## config.mk

```make
export PLATFORM = sky130hd
export DESIGN_NAME = dispatch_core
export DESIGN_NICKNAME = d
export VERILOG_FILES = /design/src/common/isa_pkg.sv /design/src/common/pipe_pkg.sv /design/src/logic/issue_latch.sv /design/src/hazard/hazard_unit.sv /design/src/logic/resource_tracker.sv /design/src/logic/result_slots.sv /design/src/logic/dispatch_core.sv
export SDC_FILE = /design/constraint.sdc
export NUM_CORES = 1
export LEC_CHECK = 0
export BUFFER_PORTS_ARGS = -buffer_cell sky130_fd_sc_hd__buf_2
export CAP_MARGIN = 25
export CORE_MARGIN = 1.5
export CORE_UTILIZATION = 25
export DETAILED_ROUTE_END_ITERATION = 16
export HOLD_SLACK_MARGIN = 0.02
export PLACE_DENSITY_LB_ADDON = 0.1
export SYNTH_ARGS = -nofsm -noshare
export SYNTH_HDL_FRONTEND = slang
export SYNTH_HIERARCHICAL = 1
export SYNTH_SLANG_ARGS = --single-unit
```

## constraint.sdc

```tcl
create_clock -name clock -period 3 [get_ports clock]
set_input_delay 0.3 -clock clock [delete_from_list [all_inputs] [get_ports clock]]
set_output_delay 0.3 -clock clock [all_outputs]
set_load 0.005 [all_outputs]
```

## src/common/isa_pkg.sv

```systemverilog
package isa_pkg;

    ////////////////////////////////////////////////////////////
    // instruction word and class
    ////////////////////////////////////////////////////////////

    typedef logic [15:0] instr_word_t;     // bits [15:14] carry the class

    typedef enum logic [1:0] {
        class_alu    = 2'b00,
        class_ld_st  = 2'b01,
        class_branch = 2'b10               // issues to the alu station
    } op_class_t;

    typedef struct packed {
        logic        valid;
        op_class_t   op_class;
        instr_word_t word;
    } decoded_instr_t;

endpackage

```

## src/common/pipe_pkg.sv

```systemverilog
package pipe_pkg;

    ////////////////////////////////////////////////////////////
    // occupancy of the back end queues
    ////////////////////////////////////////////////////////////

    typedef logic [3:0] occupancy_t;       // up to 15 entries

    typedef struct packed {
        logic rs_alu_full;
        logic rs_ld_st_full;
        logic rob_full;
        logic lb_full;
    } resource_status_t;

    ////////////////////////////////////////////////////////////
    // execute result registers
    ////////////////////////////////////////////////////////////

    // one bit per result register waiting for the common data bus
    typedef struct packed {
        logic alu_wr_valid;
        logic lb_wr_valid;
        logic acu_wr_valid;
    } slot_status_t;

    ////////////////////////////////////////////////////////////
    // dispatch pulses out of the issue stage
    ////////////////////////////////////////////////////////////

    typedef struct packed {
        logic rs_alu_enable;
        logic rs_ld_st_enable;
        logic rob_enable;
    } dispatch_t;

endpackage

```

## src/logic/issue_latch.sv

```systemverilog
module issue_latch import isa_pkg::*; (
    input  logic           clock,
    input  logic           reset,
    input  logic           instr_valid,
    input  instr_word_t    instr_word,
    input  logic           load_enable,
    input  logic           flush,
    output decoded_instr_t issue
);

    function automatic op_class_t decode_class(input instr_word_t word);
        op_class_t op_class;
        case (word[15:14])
            2'b01:   op_class = class_ld_st;
            2'b10:   op_class = class_branch;
            default: op_class = class_alu;  // 2'b11 is treated as alu
        endcase
        return op_class;
    endfunction

    ////////////////////////////////////////////////////////////
    // IF/IS register
    ////////////////////////////////////////////////////////////

    always_ff @(posedge clock) begin
        if (reset) begin
            issue.valid <= 1'b0;
        end else if (flush) begin
            issue.valid <= 1'b0;              // flush beats load
        end else if (load_enable) begin
            issue.valid <= instr_valid;       // bubble when nothing arrives
        end
    end

    always_ff @(posedge clock) begin
        if (load_enable && !flush) begin
            issue.op_class <= decode_class(instr_word);
            issue.word     <= instr_word;
        end
    end

endmodule

```

## src/hazard/hazard_unit.sv

```systemverilog
module hazard_unit import isa_pkg::*, pipe_pkg::*; (
    input  logic             clock,
    input  logic             reset,
    input  decoded_instr_t   issue,
    input  resource_status_t resources,
    input  slot_status_t     slots,
    input  logic             alu_wr_written,
    input  logic             lb_wr_written,
    input  logic             acu_wr_written,
    input  logic             commit_wr_mem,
    input  logic             lb_read_mem,
    input  logic             dmem_wait,
    input  logic             acu_wr_mem,
    input  logic             acu_rd_mem,
    input  logic             alu_branch,
    input  logic             branch_misprediction,
    output dispatch_t        dispatch,
    output logic             if_enable,
    output logic             if_is_enable,
    output logic             if_is_flush,
    output logic             if_mem_hazard,
    output logic             rs_ld_exec_stall,
    output logic             rs_alu_exec_stall,
    output logic             lb_exec_stall
);

    logic is_ld_st;
    logic is_branch;
    logic is_stall;
    logic is_enable;
    logic branch_in_exec;
    logic alu_wr_enable;
    logic lb_wr_enable;
    logic acu_wr_enable;

    assign is_ld_st  = (issue.op_class == class_ld_st);
    assign is_branch = (issue.op_class == class_branch);

    ////////////////////////////////////////////////////////////
    // issue and fetch control
    ////////////////////////////////////////////////////////////

    assign is_stall = resources.rob_full
        | (is_ld_st & resources.rs_ld_st_full)
        | (~is_ld_st & resources.rs_alu_full)
        | branch_in_exec;

    assign is_enable = issue.valid & ~is_stall & ~branch_misprediction;

    assign dispatch.rs_alu_enable   = is_enable & ~is_ld_st;   // branches too
    assign dispatch.rs_ld_st_enable = is_enable & is_ld_st;
    assign dispatch.rob_enable      = is_enable;

    assign if_mem_hazard = commit_wr_mem | (lb_read_mem & ~dmem_wait);

    assign if_enable    = ~(if_mem_hazard | is_stall);
    assign if_is_enable = ~is_stall;
    assign if_is_flush  = branch_misprediction | (if_mem_hazard & ~is_stall);

    ////////////////////////////////////////////////////////////
    // execute stalls from the result registers
    ////////////////////////////////////////////////////////////

    assign alu_wr_enable = ~slots.alu_wr_valid | alu_wr_written;
    assign lb_wr_enable  = ~slots.lb_wr_valid  | lb_wr_written;
    assign acu_wr_enable = ~slots.acu_wr_valid | acu_wr_written;

    assign rs_alu_exec_stall = ~alu_wr_enable;
    assign rs_ld_exec_stall  = (acu_wr_mem & ~acu_wr_enable)
        | (acu_rd_mem & resources.lb_full);
    assign lb_exec_stall     = commit_wr_mem | ~lb_wr_enable | dmem_wait;

    // one branch in flight at a time, released once the alu resolves it
    always_ff @(posedge clock) begin
        if (reset) begin
            branch_in_exec <= 1'b0;
        end else if (is_branch && dispatch.rs_alu_enable) begin
            branch_in_exec <= 1'b1;
        end else if (alu_branch && !rs_alu_exec_stall) begin
            branch_in_exec <= 1'b0;           // a stalled alu holds the branch
        end
    end

endmodule

```

## src/logic/resource_tracker.sv

```systemverilog
module resource_tracker import pipe_pkg::*; #(
    parameter int RS_ALU_DEPTH   = 4,
    parameter int RS_LD_ST_DEPTH = 4,
    parameter int ROB_DEPTH      = 4,
    parameter int LB_DEPTH       = 4
) (
    input  logic             clock,
    input  logic             reset,
    input  dispatch_t        dispatch,
    input  logic             alu_issue_done,
    input  logic             ld_st_issue_done,
    input  logic             rob_retire,
    input  logic             lb_release,
    output resource_status_t resources
);

    localparam occupancy_t RS_ALU_MAX   = occupancy_t'(RS_ALU_DEPTH);
    localparam occupancy_t RS_LD_ST_MAX = occupancy_t'(RS_LD_ST_DEPTH);
    localparam occupancy_t ROB_MAX      = occupancy_t'(ROB_DEPTH);
    localparam occupancy_t LB_MAX       = occupancy_t'(LB_DEPTH);

    occupancy_t rs_alu_count;
    occupancy_t rs_ld_st_count;
    occupancy_t rob_count;
    occupancy_t lb_count;

    // saturates at depth and at zero
    function automatic occupancy_t step(input occupancy_t count, input logic inc,
                                        input logic dec, input occupancy_t depth);
        occupancy_t next;
        next = count;
        if (inc && !dec && count != depth) begin
            next = count + 1'b1;
        end else if (dec && !inc && count != '0) begin
            next = count - 1'b1;
        end
        return next;
    endfunction

    always_ff @(posedge clock) begin
        if (reset) begin
            rs_alu_count   <= '0;
            rs_ld_st_count <= '0;
            rob_count      <= '0;
            lb_count       <= '0;
        end else begin
            rs_alu_count   <= step(rs_alu_count, dispatch.rs_alu_enable,
                                   alu_issue_done, RS_ALU_MAX);
            rs_ld_st_count <= step(rs_ld_st_count, dispatch.rs_ld_st_enable,
                                   ld_st_issue_done, RS_LD_ST_MAX);
            rob_count      <= step(rob_count, dispatch.rob_enable, rob_retire, ROB_MAX);
            lb_count       <= step(lb_count, dispatch.rs_ld_st_enable,
                                   lb_release, LB_MAX);   // every ld/st takes an lb entry
        end
    end

    assign resources.rs_alu_full   = (rs_alu_count == RS_ALU_MAX);
    assign resources.rs_ld_st_full = (rs_ld_st_count == RS_LD_ST_MAX);
    assign resources.rob_full      = (rob_count == ROB_MAX);
    assign resources.lb_full       = (lb_count == LB_MAX);

endmodule

```

## src/logic/result_slots.sv

```systemverilog
module result_slots import pipe_pkg::*; (
    input  logic         clock,
    input  logic         reset,
    input  logic         alu_produce,
    input  logic         lb_produce,
    input  logic         acu_produce,
    input  logic         alu_wr_written,
    input  logic         lb_wr_written,
    input  logic         acu_wr_written,
    output slot_status_t slots
);

    // a full slot only empties on its bus write, an empty one fills on produce
    function automatic logic slot_next(input logic valid, input logic produce,
                                       input logic written);
        logic next;
        if (valid) begin
            next = ~written;
        end else begin
            next = produce;
        end
        return next;
    endfunction

    ////////////////////////////////////////////////////////////
    // result register valid bits
    ////////////////////////////////////////////////////////////

    always_ff @(posedge clock) begin
        if (reset) begin
            slots <= '0;
        end else begin
            slots.alu_wr_valid <= slot_next(slots.alu_wr_valid, alu_produce,
                                            alu_wr_written);
            slots.lb_wr_valid  <= slot_next(slots.lb_wr_valid, lb_produce,
                                            lb_wr_written);
            slots.acu_wr_valid <= slot_next(slots.acu_wr_valid, acu_produce,
                                            acu_wr_written);
        end
    end

endmodule

```

## src/logic/dispatch_core.sv

```systemverilog
module dispatch_core import isa_pkg::*, pipe_pkg::*; #(
    parameter int RS_ALU_DEPTH   = 4,
    parameter int RS_LD_ST_DEPTH = 4,
    parameter int ROB_DEPTH      = 4,
    parameter int LB_DEPTH       = 4
) (
    input  logic        clock,
    input  logic        reset,
    input  logic        instr_valid,
    input  instr_word_t instr_word,
    input  logic        alu_issue_done,
    input  logic        ld_st_issue_done,
    input  logic        rob_retire,
    input  logic        lb_release,
    input  logic        alu_produce,
    input  logic        lb_produce,
    input  logic        acu_produce,
    input  logic        alu_wr_written,
    input  logic        lb_wr_written,
    input  logic        acu_wr_written,
    input  logic        commit_wr_mem,
    input  logic        lb_read_mem,
    input  logic        dmem_wait,
    input  logic        acu_wr_mem,
    input  logic        acu_rd_mem,
    input  logic        alu_branch,
    input  logic        branch_misprediction,
    output logic        instr_ready,
    output dispatch_t   dispatch,
    output logic        if_is_flush,
    output logic        if_mem_hazard,
    output logic        rs_ld_exec_stall,
    output logic        rs_alu_exec_stall,
    output logic        lb_exec_stall
);

    decoded_instr_t   issue;
    resource_status_t resources;
    slot_status_t     slots;
    logic             if_is_enable;

    issue_latch u_issue_latch (
        .clock       (clock),
        .reset       (reset),
        .instr_valid (instr_valid),
        .instr_word  (instr_word),
        .load_enable (if_is_enable),
        .flush       (if_is_flush),
        .issue       (issue)
    );

    hazard_unit u_hazard_unit (
        .clock                (clock),
        .reset                (reset),
        .issue                (issue),
        .resources            (resources),
        .slots                (slots),
        .alu_wr_written       (alu_wr_written),
        .lb_wr_written        (lb_wr_written),
        .acu_wr_written       (acu_wr_written),
        .commit_wr_mem        (commit_wr_mem),
        .lb_read_mem          (lb_read_mem),
        .dmem_wait            (dmem_wait),
        .acu_wr_mem           (acu_wr_mem),
        .acu_rd_mem           (acu_rd_mem),
        .alu_branch           (alu_branch),
        .branch_misprediction (branch_misprediction),
        .dispatch             (dispatch),
        .if_enable            (instr_ready),        // fetch accepts while enabled
        .if_is_enable         (if_is_enable),
        .if_is_flush          (if_is_flush),
        .if_mem_hazard        (if_mem_hazard),
        .rs_ld_exec_stall     (rs_ld_exec_stall),
        .rs_alu_exec_stall    (rs_alu_exec_stall),
        .lb_exec_stall        (lb_exec_stall)
    );

    resource_tracker #(
        .RS_ALU_DEPTH   (RS_ALU_DEPTH),
        .RS_LD_ST_DEPTH (RS_LD_ST_DEPTH),
        .ROB_DEPTH      (ROB_DEPTH),
        .LB_DEPTH       (LB_DEPTH)
    ) u_resource_tracker (
        .clock            (clock),
        .reset            (reset),
        .dispatch         (dispatch),
        .alu_issue_done   (alu_issue_done),
        .ld_st_issue_done (ld_st_issue_done),
        .rob_retire       (rob_retire),
        .lb_release       (lb_release),
        .resources        (resources)
    );

    result_slots u_result_slots (
        .clock          (clock),
        .reset          (reset),
        .alu_produce    (alu_produce),
        .lb_produce     (lb_produce),
        .acu_produce    (acu_produce),
        .alu_wr_written (alu_wr_written),
        .lb_wr_written  (lb_wr_written),
        .acu_wr_written (acu_wr_written),
        .slots          (slots)
    );

endmodule

```

---- After elaboration in Yosys (flattened, before gate mapping) ----
Cells that the tools add are included.
W data, S select, Z words.
word-level totals
  register bits ........................... 23
  input port bits ......................... 36
  output and inout bits ................... 9
  word-level logic and storage cells ...... 117
cells by class
  $add $sub $neg .......................... 8
  eq/ne operators ......................... 12
  muxes and demuxes ....................... 14
  bitwise operators ....................... 36
  reductions and logical operators ........ 37
operator list
  kind                   count
  $mux W4                8
  $logic_and A1 B1 Y1    19
  $add A4 B1 Y4 const B  4
  $eq A4 B3 Y1 const B   4
  $ne A4 B3 Y1 const B   4
  $reduce_bool A4 Y1     4
  $sub A4 B1 Y4 const B  4
  $not A1 Y1             14
  $or A1 B1 Y1           12
  $and A1 B1 Y1          10
  $reduce_bool A2 Y1     5
  $logic_not A1 Y1       8
  $mux W1                5
  $eq A2 B1 Y1 const B   2
  $eq A2 B2 Y1 const B   2
  $pmux W2 S2            1
  $reduce_or A2 Y1       1

---- Longest topological paths before layout ----
  depth in word-level cells ............... 14
  depth in mapped cells ................... 13
  depth with buffers taken out ............ 12

---- Cells and area by module ----
Netlist, hierarchy kept.
modules (own cells, without submodules)
  module            instances  cells each  area an instance (sq um)
  resource_tracker  1          123         1,219.9
  issue_latch       1          24          599.3
  hazard_unit       1          30          177.7
  result_slots      1          12          123.9

---- Worst setup path before layout ----
No wires, ideal clock.
  path kind ............................... reg2reg
  start point ............................. reg u_resource_tracker.rob_count[0]
  end point ............................... reg u_resource_tracker.rs_ld_st_count[3]
  setup time .............................. 0.121 ns
  arrival ................................. 2.691 ns
  required time ........................... 2.879 ns
  slack ................................... 0.188 ns
  stages on the path, launching flop included .. 14
  path through ............................ dfxtp_1 -> nor4b_4 -> nor2_1 -> o211ai_2 -> inv_2 -> and3_1 -> buf_6 -> nand2b_1 -> or2_1 -> ha_1 -> a21oi_1 -> a211o_2 -> a21boi_2 -> mux2_4
RTL lines
  item                    RTL line                text
  start, declared         resource_tracker.sv:24  occupancy_t rob_count;
  start signal, assigned  resource_tracker.sv:51  rob_count <= step(rob_count, dispatch.rob_enable, rob_retire, ROB_MAX);
  end signal, assigned    resource_tracker.sv:49  rs_ld_st_count <= step(rs_ld_st_count, dispatch.rs_ld_st_enable,
  end, declared           resource_tracker.sv:23  occupancy_t rs_ld_st_count;

---- Worst setup path in the final report ----
  start point ............................. reg, netlist name u_issue_latch/issue[17]
  end point ............................... reg u_resource_tracker.rs_ld_st_count[3]
between the ends
  cells in the longest elaborated chain, start to end .. 13
  elaborated cells on any way between the ends .. 18
  classes of those cells .................. eq/ne (1); mux (1); bitwise (10); reduce/logical (6)
RTL lines
  item                                           RTL line                              text
  $eq A2 B1 Y1 *                                 hazard_unit.sv:36                     assign is_ld_st = (issue.op_class == class_ld_st);
  $and A1 B1 Y1 or $not A1 Y1 (tied branches)    hazard_unit.sv:44, hazard_unit.sv:45
  $or A1 B1 Y1 or $and A1 B1 Y1 (tied branches)  hazard_unit.sv:44, hazard_unit.sv:45
  $or A1 B1 Y1 *                                 hazard_unit.sv:45                     | (~is_ld_st & resources.rs_alu_full)
  $or A1 B1 Y1 *                                 hazard_unit.sv:46                     | branch_in_exec;
  $not A1 Y1 *                                   n/a
  named net if_is_enable                         dispatch_core.sv:40                   logic if_is_enable;
  $and A1 B1 Y1 * (2 in a row)                   hazard_unit.sv:48                     assign is_enable = issue.valid & ~is_stall & ~branch_misprediction;
  $and A1 B1 Y1 *                                hazard_unit.sv:51                     assign dispatch.rs_ld_st_enable = is_enable & is_ld_st;
  $logic_not A1 Y1                               resource_tracker.sv:34                end else if (dec && !inc && count != '0) begin
  $logic_and A1 B1 Y1 (2 in a row)               resource_tracker.sv:34
  $reduce_bool A2 Y1 (no line)                   n/a
The timed path passes the listed nets; every way through them passes the cells marked *.
A chain may end at the register's enable or synchronous reset.

==> impl_metrics.prom <==
# TYPE chip_impl_metric gauge
chip_impl_metric{name="first_pass_grt_wire_length",unit="µm"} 5720
chip_impl_metric{name="maxClockFrequency",unit="GHz"} 0.3612
chip_impl_metric{name="synth.yosys.warnings",unit=""} 6
chip_impl_metric{name="synthesis.area_per_instance",unit="µm²"} 9.482
chip_impl_info{name="worst_path_max_delay_cell",value="sky130_fd_sc_hd__edfxtp_1"} 1
chip_impl_metric{name="final_core_utilization",unit=""} 0.3300
chip_impl_metric{name="antenna-diode-count",unit=""} 0
chip_impl_info{name="clock_tree.root_cell",value="sky130_fd_sc_hd__clkbuf_8"} 1
chip_impl_metric{name="cp_num_cells",unit=""} 11
chip_impl_metric{name="drv_cap",unit=""} 0
chip_impl_metric{name="area_of_the_core_region",unit="mm²"} 0.006350
chip_impl_metric{name="worst_ep_arrival_time",unit="ns"} 2.93
chip_impl_metric{name="cts_max_path_buffers",unit=""} 2
chip_impl_metric{name="max-slew-margin-rel",unit=""} 0.6538
chip_impl_metric{name="detailroute.via_count",unit=""} 1331
chip_impl_metric{name="placement_rows",unit=""} 29
chip_impl_metric{name="power.density_cell_area",unit="mW/mm²"} 857.6
chip_impl_metric{name="fill_cells",unit=""} 652
chip_impl_metric{name="cts_htree_levels",unit=""} 1
chip_impl_info{name="setup.worst_path.class",value="reg2reg"} 1
chip_impl_metric{name="cellLeakagePower",unit="nW"} 0.8331
chip_impl_metric{name="multi_input_area",unit="mm²"} 0.001112
chip_impl_metric{name="fin_worst_skew",unit="ns"} 0.006699
chip_impl_metric{name="area_delta_synth_final",unit="%"} 27.77
chip_impl_metric{name="die_h",unit="µm"} 84
chip_impl_info{name="run_status",value="completed"} 1
chip_impl_metric{name="design.die.area",unit="mm²"} 0.007056
chip_impl_metric{name="worst_reg2reg_path_depth",unit=""} 11
chip_impl_metric{name="tritoncts.num_buffers",unit=""} 3
chip_impl_metric{name="final_total_power",unit="mW"} 1.797
chip_impl_metric{name="setup-violations-final",unit=""} 0
chip_impl_metric{name="layout.area.seq",unit="µm²"} 481.7
chip_impl_metric{name="drtPass1Iterations",unit=""} 4
chip_impl_metric{name="max_slew.worst_pin.slew",unit="ns"} 0.5193
chip_impl_metric{name="finalWorstPathRequiredPeriod",unit="ns"} 2.768
chip_impl_metric{name="cpPeakStageDelay",unit="ns"} 0.43
chip_impl_metric{name="drcViolationCount",unit=""} 0
chip_impl_metric{name="grt_start_max_net_pins",unit=""} 27
chip_impl_metric{name="drt_total_wl",unit="µm"} 3212
chip_impl_metric{name="num_ports",unit=""} 45
chip_impl_info{name="capture_instance_of_the_worst_register_to_register_path",value="u_resource_tracker/rs_ld_st_count[3]"} 1
chip_impl_metric{name="finalHoldViolations",unit=""} 0
chip_impl_metric{name="grt_pass1_vias",unit=""} 1323
chip_impl_info{name="critical_path.startpoint_type",value="register"} 1
chip_impl_metric{name="clock-sinks",unit=""} 23
chip_impl_metric{name="post_drt_via_cell_ratio",unit=""} 4.364
chip_impl_metric{name="final_max_slew_viol_count",unit=""} 0
chip_impl_metric{name="drtAntennaViolNets",unit=""} 0
chip_impl_metric{name="register_to_register_setup_slack",unit="ns"} 0.23
chip_impl_metric{name="worstHoldPathCells",unit=""} 3
chip_impl_metric{name="hold_buffers",unit=""} 0
chip_impl_metric{name="initial_antenna_violation_count",unit=""} 0
chip_impl_info{name="rr_startpoint",value="u_issue_latch/issue[17]"} 1
chip_impl_metric{name="timing.critical_path.fanout_max",unit=""} 5
chip_impl_metric{name="cp_data_required_time",unit="ns"} 3.16
chip_impl_metric{name="clock_insertion_delay_worst_skew",unit="ns"} 0.26
chip_impl_info{name="cts_tree",value="yes"} 1
chip_impl_metric{name="synth_area",unit="mm²"} 0.001640
chip_impl_metric{name="nNetsFinal",unit=""} 277
chip_impl_metric{name="wire_per_inst",unit="µm"} 10.53
chip_impl_info{name="critical_path.top_delay_family",value="simple AND/OR/NAND/NOR gates"} 1
chip_impl_metric{name="synthCells",unit=""} 173
chip_impl_info{name="worstPathCellList",value="nor2b_2, o211ai_2, inv_2, and3_2, nand2b_1, or2_1, ha_1, a21oi_1, a211o_2, a21boi_2, mux2_4"} 1
chip_impl_metric{name="syn_nets",unit=""} 221
chip_impl_metric{name="fraction_of_layout_instances_using_a_drive_strength_above_1",unit=""} 0.3728
chip_impl_metric{name="dp_hpwl",unit="µm"} 2543
chip_impl_metric{name="detailedRoute.firstIterationViolations",unit=""} 14
chip_impl_metric{name="gpl.final_weighted_congestion",unit=""} 0.7356
chip_impl_metric{name="clock_pin_transition_on_the_worst_setup_and_hold_timing_paths",unit="ns"} 0.08
chip_impl_metric{name="layout_worst_path_cycle_share",unit=""} 0.9228
chip_impl_info{name="critPathCaptureType",value="register"} 1
chip_impl_info{name="setup_repair_after_global_routing_missed_its_margin",value="false"} 1
chip_impl_metric{name="globalRoute.totalOverflow",unit=""} 0
chip_impl_info{name="holdCritPathClass",value="in2reg"} 1
chip_impl_metric{name="total_negative_slack",unit="ns"} 0
chip_impl_metric{name="irDropWorstVdd",unit="mV"} 0.3541
chip_impl_metric{name="gr-usage-all-layers",unit=""} 0.09783
chip_impl_info{name="crit_path_end",value="u_resource_tracker/rs_ld_st_count[3]"} 1
chip_impl_info{name="timing.critical_path.from",value="u_issue_latch/issue[17]"} 1
chip_impl_metric{name="numPortBuffers",unit=""} 30
chip_impl_metric{name="start_util",unit=""} 0.2583
chip_impl_metric{name="worst-path-buf-inv",unit=""} 1
chip_impl_metric{name="dieWidth",unit="µm"} 84
[registers in the layout, indices dropped and copies added (netlist names)]
signal and flops:
u_resource_tracker/lb_count 4, u_result_slots/slots 3, u_resource_tracker/rob_count 4, u_issue_latch/issue 3, u_resource_tracker/rs_ld_st_count 4, u_hazard_unit/branch_in_exec 1
u_resource_tracker/rs_alu_count 4
[cell type report]
class,instances,share of cell area
Clock buffer,4,0.02149
Inverter,6,0.01075
Multi-Input combinational cell,140,0.5307
Sequential cell,23,0.2299
Tap cell,77,0.04597
Timing Repair Buffer,55,0.1612
[tightest hold or removal path, cell delays in order]
cell and delay (ns):
sky130_fd_sc_hd__buf_2 0.10, sky130_fd_sc_hd__nand2b_1 0.05, sky130_fd_sc_hd__a21oi_1 0.05
[cell usage in the layout, fill, tap and decap left out, types with 4 or more instances in the layout]
cell,n
sky130_fd_sc_hd__nor2_1,17
sky130_fd_sc_hd__dfxtp_1,20
sky130_fd_sc_hd__nor2b_1,10
sky130_fd_sc_hd__a211oi_1,4
sky130_fd_sc_hd__o211ai_1,4
sky130_fd_sc_hd__nand2b_1,9
sky130_fd_sc_hd__ha_1,8
sky130_fd_sc_hd__nor3_1,4
sky130_fd_sc_hd__fa_1,4
sky130_fd_sc_hd__a21boi_2,4
sky130_fd_sc_hd__buf_4,25
sky130_fd_sc_hd__or2_1,4
sky130_fd_sc_hd__nand2_1,11
sky130_fd_sc_hd__buf_2,30
sky130_fd_sc_hd__nand3_1,4
sky130_fd_sc_hd__xnor2_1,16
sky130_fd_sc_hd__a21oi_2,5
sky130_fd_sc_hd__nor4b_4,4
sky130_fd_sc_hd__a21oi_1,10
[how the worst min path moves through the flow]
stage	from	endpoint
floorplan	reset	u_result_slots/slots[0]
global placement	u_result_slots/slots[2]	u_result_slots/slots[2]
detailed placement	u_result_slots/slots[2]	u_result_slots/slots[2]
CTS	alu_produce	u_result_slots/slots[2]
global route	acu_produce	u_result_slots/slots[0]
finish	lb_produce	u_result_slots/slots[1]
[per-stage QoR]
step,std cells,setup slack [ns],area [µm²],hold slack (ns)
2_1_floorplan,173,0.1876,1640,0.3624
3_3_place_gp,299,0.09297,2033,0.4749
3_5_place_dp,299,0.1198,2033,0.4725
4_1_cts,303,0.09581,2078,0.2809
5_1_grt,305,0.01187,2096,0.2900
6_report,305,0.2316,2096,0.2908
[report_power, final]
group / total [mW] / switching [mW] / internal (mW)
registers: 0.539 / 0.119 / 0.420
logic: 1.07 / 0.484 / 0.583
clock network: 0.192 / 0.0971 / 0.0947
total: 1.80 / 0.700 / 1.10
[layer usage]
| layer | global-route usage | routed length [µm] | share of wire |
|---|---|---|---|
| met1 | 0.1352 | 1725 | 0.54 |
| met2 | 0.1532 | 1357 | 0.42 |
| met3 | 0.01879 | 106 | 0.033 |
| met4 | 0.03130 | 23 | 0.0072 |
| met5 | 0 | 0 | 0 |
[timing repair]
item,4_1_cts,5_1_grt
setup endpoints to repair,0,4
setup buffers,0,2
resized for setup,0,3
Note: power is estimated with default switching activity, not from simulation.
